## config.mk

```make
export PLATFORM = sky130hd
export DESIGN_NAME = pix_capture
export DESIGN_NICKNAME = d
export VERILOG_FILES = /design/src/design/pix_pkg.sv /design/src/design/pix_capture.sv
export VERILOG_INCLUDE_DIRS = /design/src /design/src/design
export SDC_FILE = /design/constraint.sdc
export NUM_CORES = 1
export LEC_CHECK = 0
export ABC_AREA = 1
export BUFFER_PORTS_ARGS = -buffer_cell sky130_fd_sc_hd__buf_2
export CAP_MARGIN = 20
export CORE_AREA = 2 2 51 53
export DETAILED_ROUTE_END_ITERATION = 8
export DIE_AREA = 0 0 53 55
export GPL_TIMING_DRIVEN = 0
export PLACE_DENSITY = 0.75
export SLEW_MARGIN = 20
export SYNTH_ARGS = -nofsm -noshare
export SYNTH_HDL_FRONTEND = slang
export SYNTH_SLANG_ARGS = --single-unit
```

## constraint.sdc

```tcl
create_clock -name pix_dclk -period 1 [get_ports pix_dclk]
set_input_delay 0.1 -clock pix_dclk [delete_from_list [all_inputs] [get_ports pix_dclk]]
set_output_delay 0.1 -clock pix_dclk [all_outputs]
set_load 0.01 [all_outputs]
```

## src/design/pix_macros.svh

```systemverilog
`ifndef PIX_MACROS_SVH
`define PIX_MACROS_SVH

// ==============================
// Sensor and image geometry
// ==============================

// Sensor sample width and stored word width
`define PIX_WIDTH       12
`define WORD_WIDTH      16

// One block holds exactly one captured frame
`define IMAGE_WORDS     64

// ==============================
// Frame memory layout
// ==============================
`define BLOCK_COUNT     8
`define BLOCK_BITS      3
`define ADDR_BITS       9

// Capture FIFO holds 2**FIFO_DEPTH_BITS words
`define FIFO_DEPTH_BITS 3

`endif
```

## src/design/pix_pkg.sv

```systemverilog
`default_nettype none

`include "pix_macros.svh"

package pix_pkg;

    // ==============================
    // Sensor side types
    // ==============================

    // Raw sample as it comes off the sensor bus
    typedef logic [`PIX_WIDTH-1:0] pixel_t;

    // Word as stored in the FIFO and frame memory, pixel zero-extended
    typedef logic [`WORD_WIDTH-1:0] word_t;

    // Capture FSM in the pixel clock domain
    typedef enum logic [2:0] {
        cap_idle,
        cap_flush,
        cap_flush_wait,
        cap_wait_frame_low,
        cap_wait_frame_high,
        cap_in_frame
    } capture_state_t;

endpackage

`default_nettype wire

```

## src/design/pix_capture.sv

```systemverilog
`default_nettype none

module pix_capture import pix_pkg::*; (
    input  wire logic   pix_dclk,
    input  wire logic   arst_n,
    input  wire logic   capture_toggle,
    input  wire logic   flush_done,
    input  wire pixel_t pix_d,
    input  wire logic   pix_fv,
    input  wire logic   pix_lv,
    output logic        flush,
    output logic        wr_en,
    output word_t       wr_data
);

    // ==============================
    // Sensor input registers
    // ==============================

    // First stage samples the pins, second stage lines data up with the FSM
    pixel_t pix_d_q;
    pixel_t pix_d_dly;
    logic   pix_fv_q;
    logic   pix_lv_q;
    logic   pix_lv_dly;

    always_ff @(posedge pix_dclk) begin
        pix_d_q   <= pix_d;
        pix_d_dly <= pix_d_q;
    end

    always_ff @(posedge pix_dclk or negedge arst_n) begin
        if (!arst_n) begin
            pix_fv_q   <= 1'b0;
            pix_lv_q   <= 1'b0;
            pix_lv_dly <= 1'b0;
        end else begin
            pix_fv_q   <= pix_fv;
            pix_lv_q   <= pix_lv;
            pix_lv_dly <= pix_lv_q;
        end
    end

    // ==============================
    // Capture request from clk
    // ==============================
    logic [2:0] toggle_sync;
    logic       start;

    always_ff @(posedge pix_dclk or negedge arst_n) begin
        if (!arst_n) toggle_sync <= '0;
        else         toggle_sync <= {toggle_sync[1:0], capture_toggle};
    end

    assign start = toggle_sync[2] ^ toggle_sync[1];

    // ==============================
    // Capture FSM
    // ==============================
    capture_state_t state;

    always_ff @(posedge pix_dclk or negedge arst_n) begin
        if (!arst_n) begin
            state <= cap_idle;
        end else if (start) begin
            // A new request restarts from scratch whatever we were doing
            state <= cap_flush;
        end else begin
            case (state)
                cap_flush:           state <= cap_flush_wait;
                cap_flush_wait:      if (flush_done) state <= cap_wait_frame_low;
                // Skip whatever frame is already running
                cap_wait_frame_low:  if (!pix_fv_q) state <= cap_wait_frame_high;
                cap_wait_frame_high: if (pix_fv_q) state <= cap_in_frame;
                cap_in_frame:        if (!pix_fv_q) state <= cap_idle;
                default:             state <= cap_idle;
            endcase
        end
    end

    assign flush   = (state == cap_flush);
    assign wr_en   = (state == cap_in_frame) && pix_lv_dly;
    assign wr_data = word_t'(pix_d_dly);

endmodule

`default_nettype wire

```

* Yosys cells after proc, flatten, opt, wreduce, memory -nomap -nowiden
Index checks and enable logic that the tools add are counted.
Cells by class: mux-type cells 6, equality and inequality tests 9, reductions and logical operators 2, bitwise logic cells 1
Operator list (count):
- two-way mux 3 bit | 5
- case mux 3 bit (5 select lines) | 1
- inequality test 3 bit, second input constant | 4
- equality test 3 x 2 -> 1 bit, second input constant | 2
- equality test 3 bit, second input constant | 2
- AND reduction 4 bit | 1
- equality test 3 x 1 -> 1 bit, second input constant | 1
- logical AND 1 bit | 1
- bitwise XOR 1 bit | 1
Word-level totals: output and inout port bits 18, bits in registers 33

* Logic depth before layout (Yosys ltp)
Gate-level depths: netlist of the first run.
word-level depth 3, mapped depth 8, depth with buffers taken out 7

* Worst setup path before layout of the first run
No wires, ideal clock.
path type flip-flop to flip-flop, start register state[2], end register state[0], data arrival time 904 ps, slack -31 ps, cell stages (with the launch flop) 8, cells stage by stage dfrtp_1 buf_6 nor2_2 nand3_1 nand2_1 inv_2 nand3_1 nand3_1
On the way: longest elaborated chain between the ends 3, elaborated cells on any way between the ends 12
RTL lines:
- start, declared | RTL line pix_capture.sv:60 | capture_state_t state;
- start signal, assigned | RTL line pix_capture.sv:64 | state <= cap_idle;
- start signal, assigned | RTL line pix_capture.sv:67 | state <= cap_flush;
- start signal, assigned | RTL line pix_capture.sv:70 | cap_flush: state <= cap_flush_wait;
- equality test 3 bit, or another cell as far along | RTL line pix_capture.sv:69 | case (state)
- case mux 3 bit (5 select lines) or inequality test 3 bit (tied branches)
- two-way mux 3 bit or AND reduction 4 bit (tied branches)
Parallel ways exist; a longest one is shown, timed or not. A chain may end at the register's enable or synchronous reset.

* Worst setup path in the final report of the first run
start register state[1], end output port wr_en
On the way: longest elaborated chain between the ends 2
RTL lines:
- equality test 3 bit | RTL line pix_capture.sv:82 | assign wr_en = (state == cap_in_frame) && pix_lv_dly;
- logical AND 1 bit | RTL line pix_capture.sv:82
- end, declared | RTL line pix_capture.sv:12 | output logic wr_en,
Every way passes these cells.

==> results of run 1 <==
cell usage after synthesis:
| master | number | area [um^2] |
|---|---|---|
| dfxtp_1 | 24 | 480 |
| dfrtp_1 | 9 | 225 |
| nand2_1 | 9 | 33.8 |
| nand3_1 | 7 | 35.0 |
| buf_4 | 4 | 30.0 |
| inv_1 | 3 | 11.3 |
| inv_2 | 3 | 11.3 |
| nor2_1 | 3 | 11.3 |
| nand4_1 | 2 | 12.5 |
| buf_6 | 1 | 11.3 |
| conb_1 | 1 | 3.75 |
| nand2_2 | 1 | 6.26 |
| nand3_2 | 1 | 10.0 |
| nand3b_1 | 1 | 7.51 |
| nor2_2 | 1 | 6.26 |
| o21ai_0 | 1 | 5.00 |
| xnor2_4 | 1 | 27.5 |
layer usage:
layer	vias up	routed length (um)	track usage (%)
met5	-	0	0
met4	0	8	5.13
met3	2	167	7.80
met2	32	910	25.4
met1	303	613	11.9
li1	337	-	-
registers in the layout (all words and copies together) (netlist names):
register     flops
pix_d_dly       12
pix_d_q         12
state            3
toggle_sync      3
pix_fv_q         1
pix_lv_dly       1
pix_lv_q         1
kinds of logic after synthesis:
logic type	Yosys count
compound gates	1
xor+xnor	1
buf+inv	11
flops	33
other cells	1
simple gates	25
final cells by class:
type | count | area, um^2
sequential | 33 | 706
clock inverter | 1 | 30.0
timing repair buffer | 51 | 358
tap | 30 | 37.5
multi-input combinational | 31 | 185
fill | 195 | 930
clock buffer | 7 | 55.1
inverter | 6 | 22.5
buffer | 5 | 41.3
how the worst max path moves through the flow:
| stage | startpoint | endpoint | slack, ns | cells past startpoint |
|---|---|---|---|---|
| floorplan | state[2] | state[0] | -0.006 | 7 |
| global placement | state[2] | state[0] | -0.05 | 7 |
| detailed placement | state[1] | state[1] | -0.15 | 6 |
| CTS | state[1] | wr_en | -0.22 | 4 |
| global route | state[1] | wr_en | -0.29 | 4 |
| finish | state[1] | wr_en | -0.19 | 4 |
critical path, cell delays in order (launching register included):
cell	delay, ns
dfrtp_1	0.42
inv_2	0.08
nand3_2	0.06
nor2_1	0.08
buf_2	0.13
cells in the final DEF, fill, tap and decap left out:
| cell type | count |
|---|---|
| buf_12 | 1 |
| buf_2 | 31 |
| buf_4 | 7 |
| buf_6 | 1 |
| bufinv_16 | 1 |
| clkbuf_1 | 1 |
| clkbuf_4 | 5 |
| clkbuf_8 | 1 |
| conb_1 | 4 |
| dfrtp_1 | 9 |
| dfxtp_1 | 24 |
| dlygate4sd3_1 | 16 |
| inv_1 | 3 |
| inv_2 | 3 |
| nand2_1 | 9 |
| nand2_2 | 1 |
| nand3_1 | 5 |
| nand3_2 | 3 |
| nand3b_1 | 1 |
| nand4_1 | 2 |
| nor2_1 | 3 |
| nor2_4 | 1 |
| o21ai_0 | 1 |
| xnor2_4 | 1 |
timing repair:
item	CTS	global route
resized for setup	0	0
setup endpoints to repair	5	5
hold buffers	16	0
endpoints found under the hold margin	24	0
pin swaps	2	0
setup buffers	4	0
power by group:
group          switching (mW)  internal [mW]
combinational           0.306          0.336
clock                   0.408          0.597
sequential             0.0624           1.42
==> results.sh, run 1 <==
export IMPL_fp_dieW_um=53
export IMPL_fin_tns_setup_ns=-0.803
export IMPL_die_area_um2=2920
export IMPL_via_per_inst=4.11
export IMPL_reg2regPathDepth=8
export IMPL_netlist_area_um2=928
export IMPL_clk_pin_slew_worst_paths_ns=0.10
export IMPL_finalSetupViolCount=5
export IMPL_status="finished, violations left"
export IMPL_yosys_mux_area_fraction_pct=0
export IMPL_fmax_mhz=841
export IMPL_drt_wirelength_per_cell_um=10.4
export IMPL_final_cells=164
export IMPL_finalInstanceArea_um2=1440
export IMPL_die_y_um=55
export IMPL_finClkSkew_ns=0.00584
export IMPL_vias=674
export IMPL_slew_violations=0
export IMPL_grt_setup_unrepaired="true"
export IMPL_antenna_diode_count=0
export IMPL_synth_simple_area_share_pct=13.2
export IMPL_syn_area_per_cell_um2=12.9
export IMPL_violations="setup timing"
export IMPL_ant_nets=0
export IMPL_synth_yosys_warnings=0
export IMPL_preCtsSetupSlack_ns=-0.148
export IMPL_critical_path_class="reg -> out"
export IMPL_dpl_cell_area_um2=1150
export IMPL_grt_total_usage_pct=13.5
export IMPL_maxCapViolCount=0
export IMPL_h_tree_depth=2
export IMPL_critPathArrivalTime_ns=1.09
export IMPL_layout_min_cycle_time_ns=1.19
export IMPL_yosysSeqAreaShare_pct=76.0
export IMPL_power_density_nw_per_um2=2180
export IMPL_cts_buffer_depth=2
export IMPL_clock_sinks=33
export IMPL_finalCritPeriodShare_pct=119
export IMPL_clock_root_buffer="clkbuf_4"
export IMPL_clk_latency_ns=0.32
export IMPL_power_mw=3.13
export IMPL_coreArea_um2=2360
export IMPL_cts_buffers=5
export IMPL_dp_cells=136
export IMPL_final_core_util_pct=60.7
export IMPL_critical_path_peak_fanout=3
export IMPL_dp_final_hpwl_um=1120
export IMPL_drt_iter0_markers=6
export IMPL_synthAdderAreaFrac_pct=0
export IMPL_synth_distinct_cells=17
export IMPL_drtPass1Iterations=2
export IMPL_gp_congestion=0.686
export IMPL_drc=0
export IMPL_grt_pass1_vias=673
export IMPL_end_kind="output pin"
export IMPL_num_io_pins=36
export IMPL_p_leak_nw=0.723
export IMPL_syn_inst=72
export IMPL_hold_slack_ns=0.164
export IMPL_reg2reg_from="state[2]"
export IMPL_layout_drive_gt1_share_pct=41.8
export IMPL_vdd_drop_max_uv=1620
export IMPL_cts_tree="done"
export IMPL_synth_top_family_by_area="simple AND/OR/NAND/NOR gates"
export IMPL_r2r_setup_slack_ns=-0.15
export IMPL_worstPathRequired_ns=0.90
export IMPL_drt_total_wl_um=1700
export IMPL_hold_path_class="in -> async"
export IMPL_synth_compound_area_share_pct=0.539
export IMPL_r2r_end="state[0]"
export IMPL_area_growth_pct=54.6
export IMPL_fp_row_count=18
export IMPL_grt_max_degree=11
export IMPL_io_buffers=31
export IMPL_synth_xor_area_share_pct=2.96
export IMPL_nNetsFinal=151
export IMPL_fin_ws_ns=-0.190
export IMPL_overflow=0
export IMPL_start_util_pct=39.3
export IMPL_cp_start_kind="flop"
export IMPL_hold_viol=0
export IMPL_grt_first_pass_wirelength_um=2620
export IMPL_antenna_found_initial=0
export IMPL_synth_seq_cells=33
No activity file was read; power rests on OpenSTA's default activity.
==> run 2, diff against run 1 <==
- MAX_ROUTING_LAYER: default -> met4
- TNS_END_PERCENT: default -> 50
==> run 2 against run 1 <==
Critical endpoint unchanged. Wire length increased by 3.5%. Sequential share of layout area is 0.26 points higher. Non-clock buffer count increased by 1. Critical path depth unchanged. The flow still finishes with violations (setup timing). Clock skew rose by 0.0037 ns. First-iteration DRC count is 17% lower. Highest routed layer unchanged. Sequential power is essentially flat. Setup slack lost 0.046 ns. Global-route usage up 1.5 points. Critical path type unchanged. Via count increased by 2.1%.
==> results.sh, run 2 (synthesis gave the netlist of run 1 again) <==
export IMPL_status="finished, violations left"
export IMPL_violations="setup timing"
export IMPL_p_comb_share_pct=24.4
export IMPL_grt_first_pass_wirelength_um=2860
export IMPL_cts_buffers=5
export IMPL_antenna_diode_count=0
export IMPL_fp_dieW_um=53
export IMPL_num_io_pins=36
export IMPL_fp_row_count=18
export IMPL_worstPathRequired_ns=0.90
export IMPL_overflow=0
export IMPL_swShare_pct=28.8
export IMPL_layout_min_cycle_time_ns=1.24
export IMPL_final_common_cell="buf_2"
export IMPL_finalInstanceArea_um2=1430
export IMPL_finalSetupViolCount=5
export IMPL_io_buffers=31
export IMPL_finalCritPeriodShare_pct=124
export IMPL_drt_wirelength_per_cell_um=10.7
export IMPL_dp_cells=136
export IMPL_coreArea_um2=2360
export IMPL_nNetsFinal=152
export IMPL_area_growth_pct=54.0
export IMPL_cp_start_kind="flop"
export IMPL_ant_nets=0
export IMPL_drtPass1Iterations=4
export IMPL_final_cells=165
export IMPL_hold_viol=0
export IMPL_p_leak_nw=0.722
export IMPL_layout_drive_gt1_share_pct=46.7
export IMPL_critPathArrivalTime_ns=1.14
export IMPL_drt_total_wl_um=1760
export IMPL_p_switching_uw=828
export IMPL_end_kind="output pin"
export IMPL_pwr_share_clk_pct=23.6
export IMPL_via_per_inst=4.17
export IMPL_cts_tree="done"
export IMPL_clock_root_buffer="clkbuf_4"
export IMPL_vias=688
export IMPL_clk_pin_slew_worst_paths_ns=0.10
export IMPL_grt_pass1_vias=703
export IMPL_max_stage_delay_ns=0.41
export IMPL_crit_chain="inv_2, nand3_2, nor2_1, buf_2"
export IMPL_fmax_mhz=810
export IMPL_power_density_nw_per_um2=2010
export IMPL_start_util_pct=39.3
export IMPL_p_int_mw=2.05
export IMPL_antenna_found_initial=0
export IMPL_critical_path_class="reg -> out"
export IMPL_p_seq_share_pct=52.0
export IMPL_slew_violations=0
export IMPL_hold_path_class="in -> async"
export IMPL_grt_setup_unrepaired="true"
export IMPL_clock_sinks=33
export IMPL_die_area_um2=2920
export IMPL_vdd_drop_max_uv=1230
export IMPL_grt_total_usage_pct=15.1
export IMPL_reg_top3="pix_d_dly x12, pix_d_q x12"
export IMPL_slowest_stage="dfrtp_1"
export IMPL_h_tree_depth=2
export IMPL_num_fill_cells=195
export IMPL_clk_latency_ns=0.32
export IMPL_dp_final_hpwl_um=995
export IMPL_die_y_um=55
export IMPL_drt_iter0_markers=5
export IMPL_fin_ws_ns=-0.235
export IMPL_finClkSkew_ns=0.00956
export IMPL_gp_congestion=0.726
export IMPL_dpl_cell_area_um2=1140
export IMPL_grt_max_degree=11
export IMPL_critical_path_peak_fanout=3
export IMPL_final_cell_mix="buf_2, dfxtp_1, dlygate4sd3_1"
export IMPL_cts_buffer_depth=2
export IMPL_maxCapViolCount=0
export IMPL_drc=0
[run 2: what timing repair did]
action | CTS | global route
hold buffers | 16 | 0
pin swaps | 0 | 4
buffers inserted | 5 | 0
endpoints found under the hold margin | 24 | 0
resized for setup | 1 | 9
setup endpoints to repair | 5 | 5
[run 2: final timing paths]
check / cells after the start / to / startpoint / slack, ns
min in group pix_dclk: 6 / state[2] / flush_done / 0.19
min: 2 / toggle_sync[2] / arst_n / 0.14
max reg2reg: 7 / state[0] / state[1] / -0.20
max in group asynchronous: 2 / state[0] / arst_n / 0.67
max: 4 / wr_en / state[1] / -0.24
min reg2reg: 0 / pix_d_dly[8] / pix_d_q[8] / 0.32
[run 2: area by class of cell]
cell class / count / area, um^2 / area share [%]
clock inverter: 1 / 5.00 / 0.350
buffer: 5 / 41.3 / 2.89
tap: 30 / 37.5 / 2.62
timing repair buffer: 52 / 357 / 24.9
clock buffer: 7 / 45.0 / 3.15
multi-input combinational: 31 / 215 / 15.0
inverter: 6 / 22.5 / 1.57
sequential: 33 / 707 / 49.4
[run 2: metal layers]
layer,global-route usage (%),routed length [um]
met1,16.0,725
met3,6.18,133
met2,23.8,850
met4,8.97,48
met5,-,0
[run 2: through the flow]
| stage | TNS (ns) | total power [mW] | hold slack [ns] | worst slack (ns) | util, % |
|---|---|---|---|---|---|
| 4_1_cts | -1.02 | 2.80 | 0.144 | -0.232 | 58.9 |
| 6_report | -1.01 | 2.88 | 0.143 | -0.235 | 60.5 |
| 3_3_place_gp | -0.145 | 1.96 | -0.0441 | -0.0515 | 48.3 |
| 5_1_grt | -1.30 | 3.04 | 0.156 | -0.315 | 60.5 |
| 3_5_place_dp | -0.306 | 1.99 | -0.0417 | -0.118 | 48.3 |
| 2_1_floorplan | -0.0162 | 1.84 | -0.196 | -0.00812 | - |
[run 2: critical path, delay by kind of cell, from the launching register on]
kind / cells / cell delay, ns
simple gates: 2 / 0.18
buf+inv: 2 / 0.22
flops: 1 / 0.41
[run 2: power groups by stage]
stage          Combinational, mW  Clock, mW  Sequential, mW
2_1_floorplan              0.322          0            1.52
3_3_place_gp               0.450          0            1.51
3_5_place_dp               0.473          0            1.52
4_1_cts                    0.624      0.698            1.48
5_1_grt                    0.771      0.757            1.51
6_report                   0.701      0.680            1.50
==> run 3, diff against run 2 <==
- GPL_TIMING_DRIVEN: 0 -> default
- clock period: 1 -> 1.1 ns (I/O delays scaled with it)
==> run 3 against run 2 <==
The flow still finishes with violations (setup timing). Clock power rose by 20%. Largest power group unchanged. Wire length fell by 8.6%. Clock skew fell by 0.0052 ns. Cell count fell by 4.8%. Non-clock buffer count fell by 8. Highest routed layer unchanged. Sequential power fell by 8%. Sequential cell count did not move. Global-route usage fell by 1.7 points. Die area did not move. Critical endpoint unchanged. First-iteration DRC count rose by 40%. Via count fell by 4.7%. Sequential share of layout area rose by 2.5 points.
==> results.sh, run 3 (synthesis gave the netlist of run 1 again) <==
export IMPL_cp_start_kind="flop"
export IMPL_area_growth_pct=46.9
export IMPL_slew_violations=0
export IMPL_overflow=0
export IMPL_drt_total_wl_um=1610
export IMPL_grt_total_usage_pct=13.4
export IMPL_layout_drive_gt1_share_pct=41.7
export IMPL_layout_min_cycle_time_ns=1.21
export IMPL_finalSetupViolCount=5
export IMPL_violations="setup timing"
export IMPL_worstPathRequired_ns=0.99
export IMPL_finClkSkew_ns=0.00431
export IMPL_coreArea_um2=2360
export IMPL_final_cells=157
export IMPL_clk_latency_ns=0.31
export IMPL_hold_viol=0
export IMPL_clock_sinks=33
export IMPL_final_cell_mix="buf_2, dfxtp_1, dlygate4sd3_1"
export IMPL_cts_buffer_depth=2
export IMPL_fp_dieW_um=53
export IMPL_maxCapViolCount=0
export IMPL_grt_setup_unrepaired="true"
export IMPL_clock_root_buffer="clkbuf_4"
export IMPL_ant_nets=0
export IMPL_reg_top3="pix_d_dly x12, pix_d_q x12"
export IMPL_num_fill_cells=189
export IMPL_end_kind="output pin"
export IMPL_p_leak_nw=0.677
export IMPL_status="finished, violations left"
export IMPL_vias=656
export IMPL_die_area_um2=2920
export IMPL_finalCritPeriodShare_pct=110
export IMPL_drtPass1Iterations=4
export IMPL_critPathArrivalTime_ns=1.10
export IMPL_final_common_cell="buf_2"
export IMPL_cts_buffers=5
export IMPL_dp_final_hpwl_um=1020
export IMPL_num_io_pins=36
export IMPL_fp_row_count=18
export IMPL_antenna_diode_count=0
export IMPL_fmax_mhz=827
export IMPL_critical_path_peak_fanout=3
export IMPL_cts_tree="done"
export IMPL_final_core_util_pct=57.7
export IMPL_nNetsFinal=144
export IMPL_fin_ws_ns=-0.109
export IMPL_start_util_pct=39.3
export IMPL_grt_pass1_vias=644
export IMPL_critical_path_class="reg -> out"
export IMPL_power_density_nw_per_um2=1960
export IMPL_hold_path_class="in -> async"
export IMPL_grt_first_pass_wirelength_um=2520
export IMPL_clk_pin_slew_worst_paths_ns=0.09
export IMPL_antenna_found_initial=0
export IMPL_vdd_drop_max_uv=1420
export IMPL_drt_wirelength_per_cell_um=10.2
export IMPL_drt_iter0_markers=7
export IMPL_drc=0
export IMPL_die_y_um=55
export IMPL_via_per_inst=4.18
export IMPL_gp_congestion=0.740
export IMPL_grt_max_degree=11
export IMPL_dp_cells=131
export IMPL_io_buffers=31
export IMPL_h_tree_depth=2
[run 3: cell types whose count changed in the layout (fill, tap and decap cells not counted), sizes merged]
cell,previous run,this run
clkbuf,7,8
buf,41,33
clkinv,1,0
[run 3: report_power, final]
part | total (mW) | internal, mW | switching, mW
Clock | 0.816 | 0.451 | 0.364
Sequential | 1.38 | 1.30 | 0.0836
Combinational | 0.472 | 0.225 | 0.247
Total | 2.67 | 1.98 | 0.695
[run 3: layer usage]
metal | global-route usage, % | up-vias | part of all wire, %
met5 | - | - | 0
met2 | 23.3 | 32 | 51
met3 | 6.45 | 5 | 7.2
li1 | - | 325 | -
met4 | 6.41 | 0 | 1.9
met1 | 12.5 | 294 | 40
[run 3: worst paths after layout]
kind | cells after the start | slack [ns] | end | from
min in group pix_dclk | 6 | 0.21 | state[2] | flush_done
worst min register to register | 0 | 0.33 | pix_d_dly[6] | pix_d_q[6]
worst min-delay path | 2 | 0.16 | toggle_sync[1] | arst_n
worst max-delay path | 4 | -0.11 | wr_en | state[1]
worst max register to register | 7 | -0.08 | state[0] | state[1]
max in group asynchronous | 2 | 0.75 | state[2] | arst_n
[run 3: area by class of cell]
type / count / area, um^2 / area share, %
Multi-Input combinational cell: 31 / 185 / 13.6
Timing Repair Buffer: 49 / 330 / 24.2
Sequential cell: 33 / 708 / 51.9
Inverter: 6 / 22.5 / 1.65
Tap cell: 30 / 37.5 / 2.75
Clock buffer: 8 / 80.1 / 5.87
[run 3: through the flow]
stage          instance area, um^2  total power [mW]  worst slack [ns]  TNS, ns  hold WS (ns)
2_1_floorplan                  940              1.65            0.0687        0        -0.186
3_3_place_gp                  1090              1.72            0.0538        0       -0.0324
3_5_place_dp                  1090              1.75           -0.0163  -0.0313       -0.0314
4_1_cts                       1360              2.67            -0.138   -0.577         0.142
5_1_grt                       1360              2.82            -0.182   -0.854         0.163
6_report                      1360              2.67            -0.109   -0.427         0.159
[run 3: what timing repair did]
item,in CTS,in global routing
cloned,0,0
hold endpoints to repair,24,0
resized for setup,3,3
endpoints found under the setup margin,5,5
setup buffers,2,0
pin swaps,0,1
hold buffers,16,0
[run 3: worst max-delay path: stages, from the launching register on]
cell and delay (ns):
dfrtp_1 0.41, inv_2 0.09, nand3_2 0.07, nor2_1 0.08
buf_2 0.13
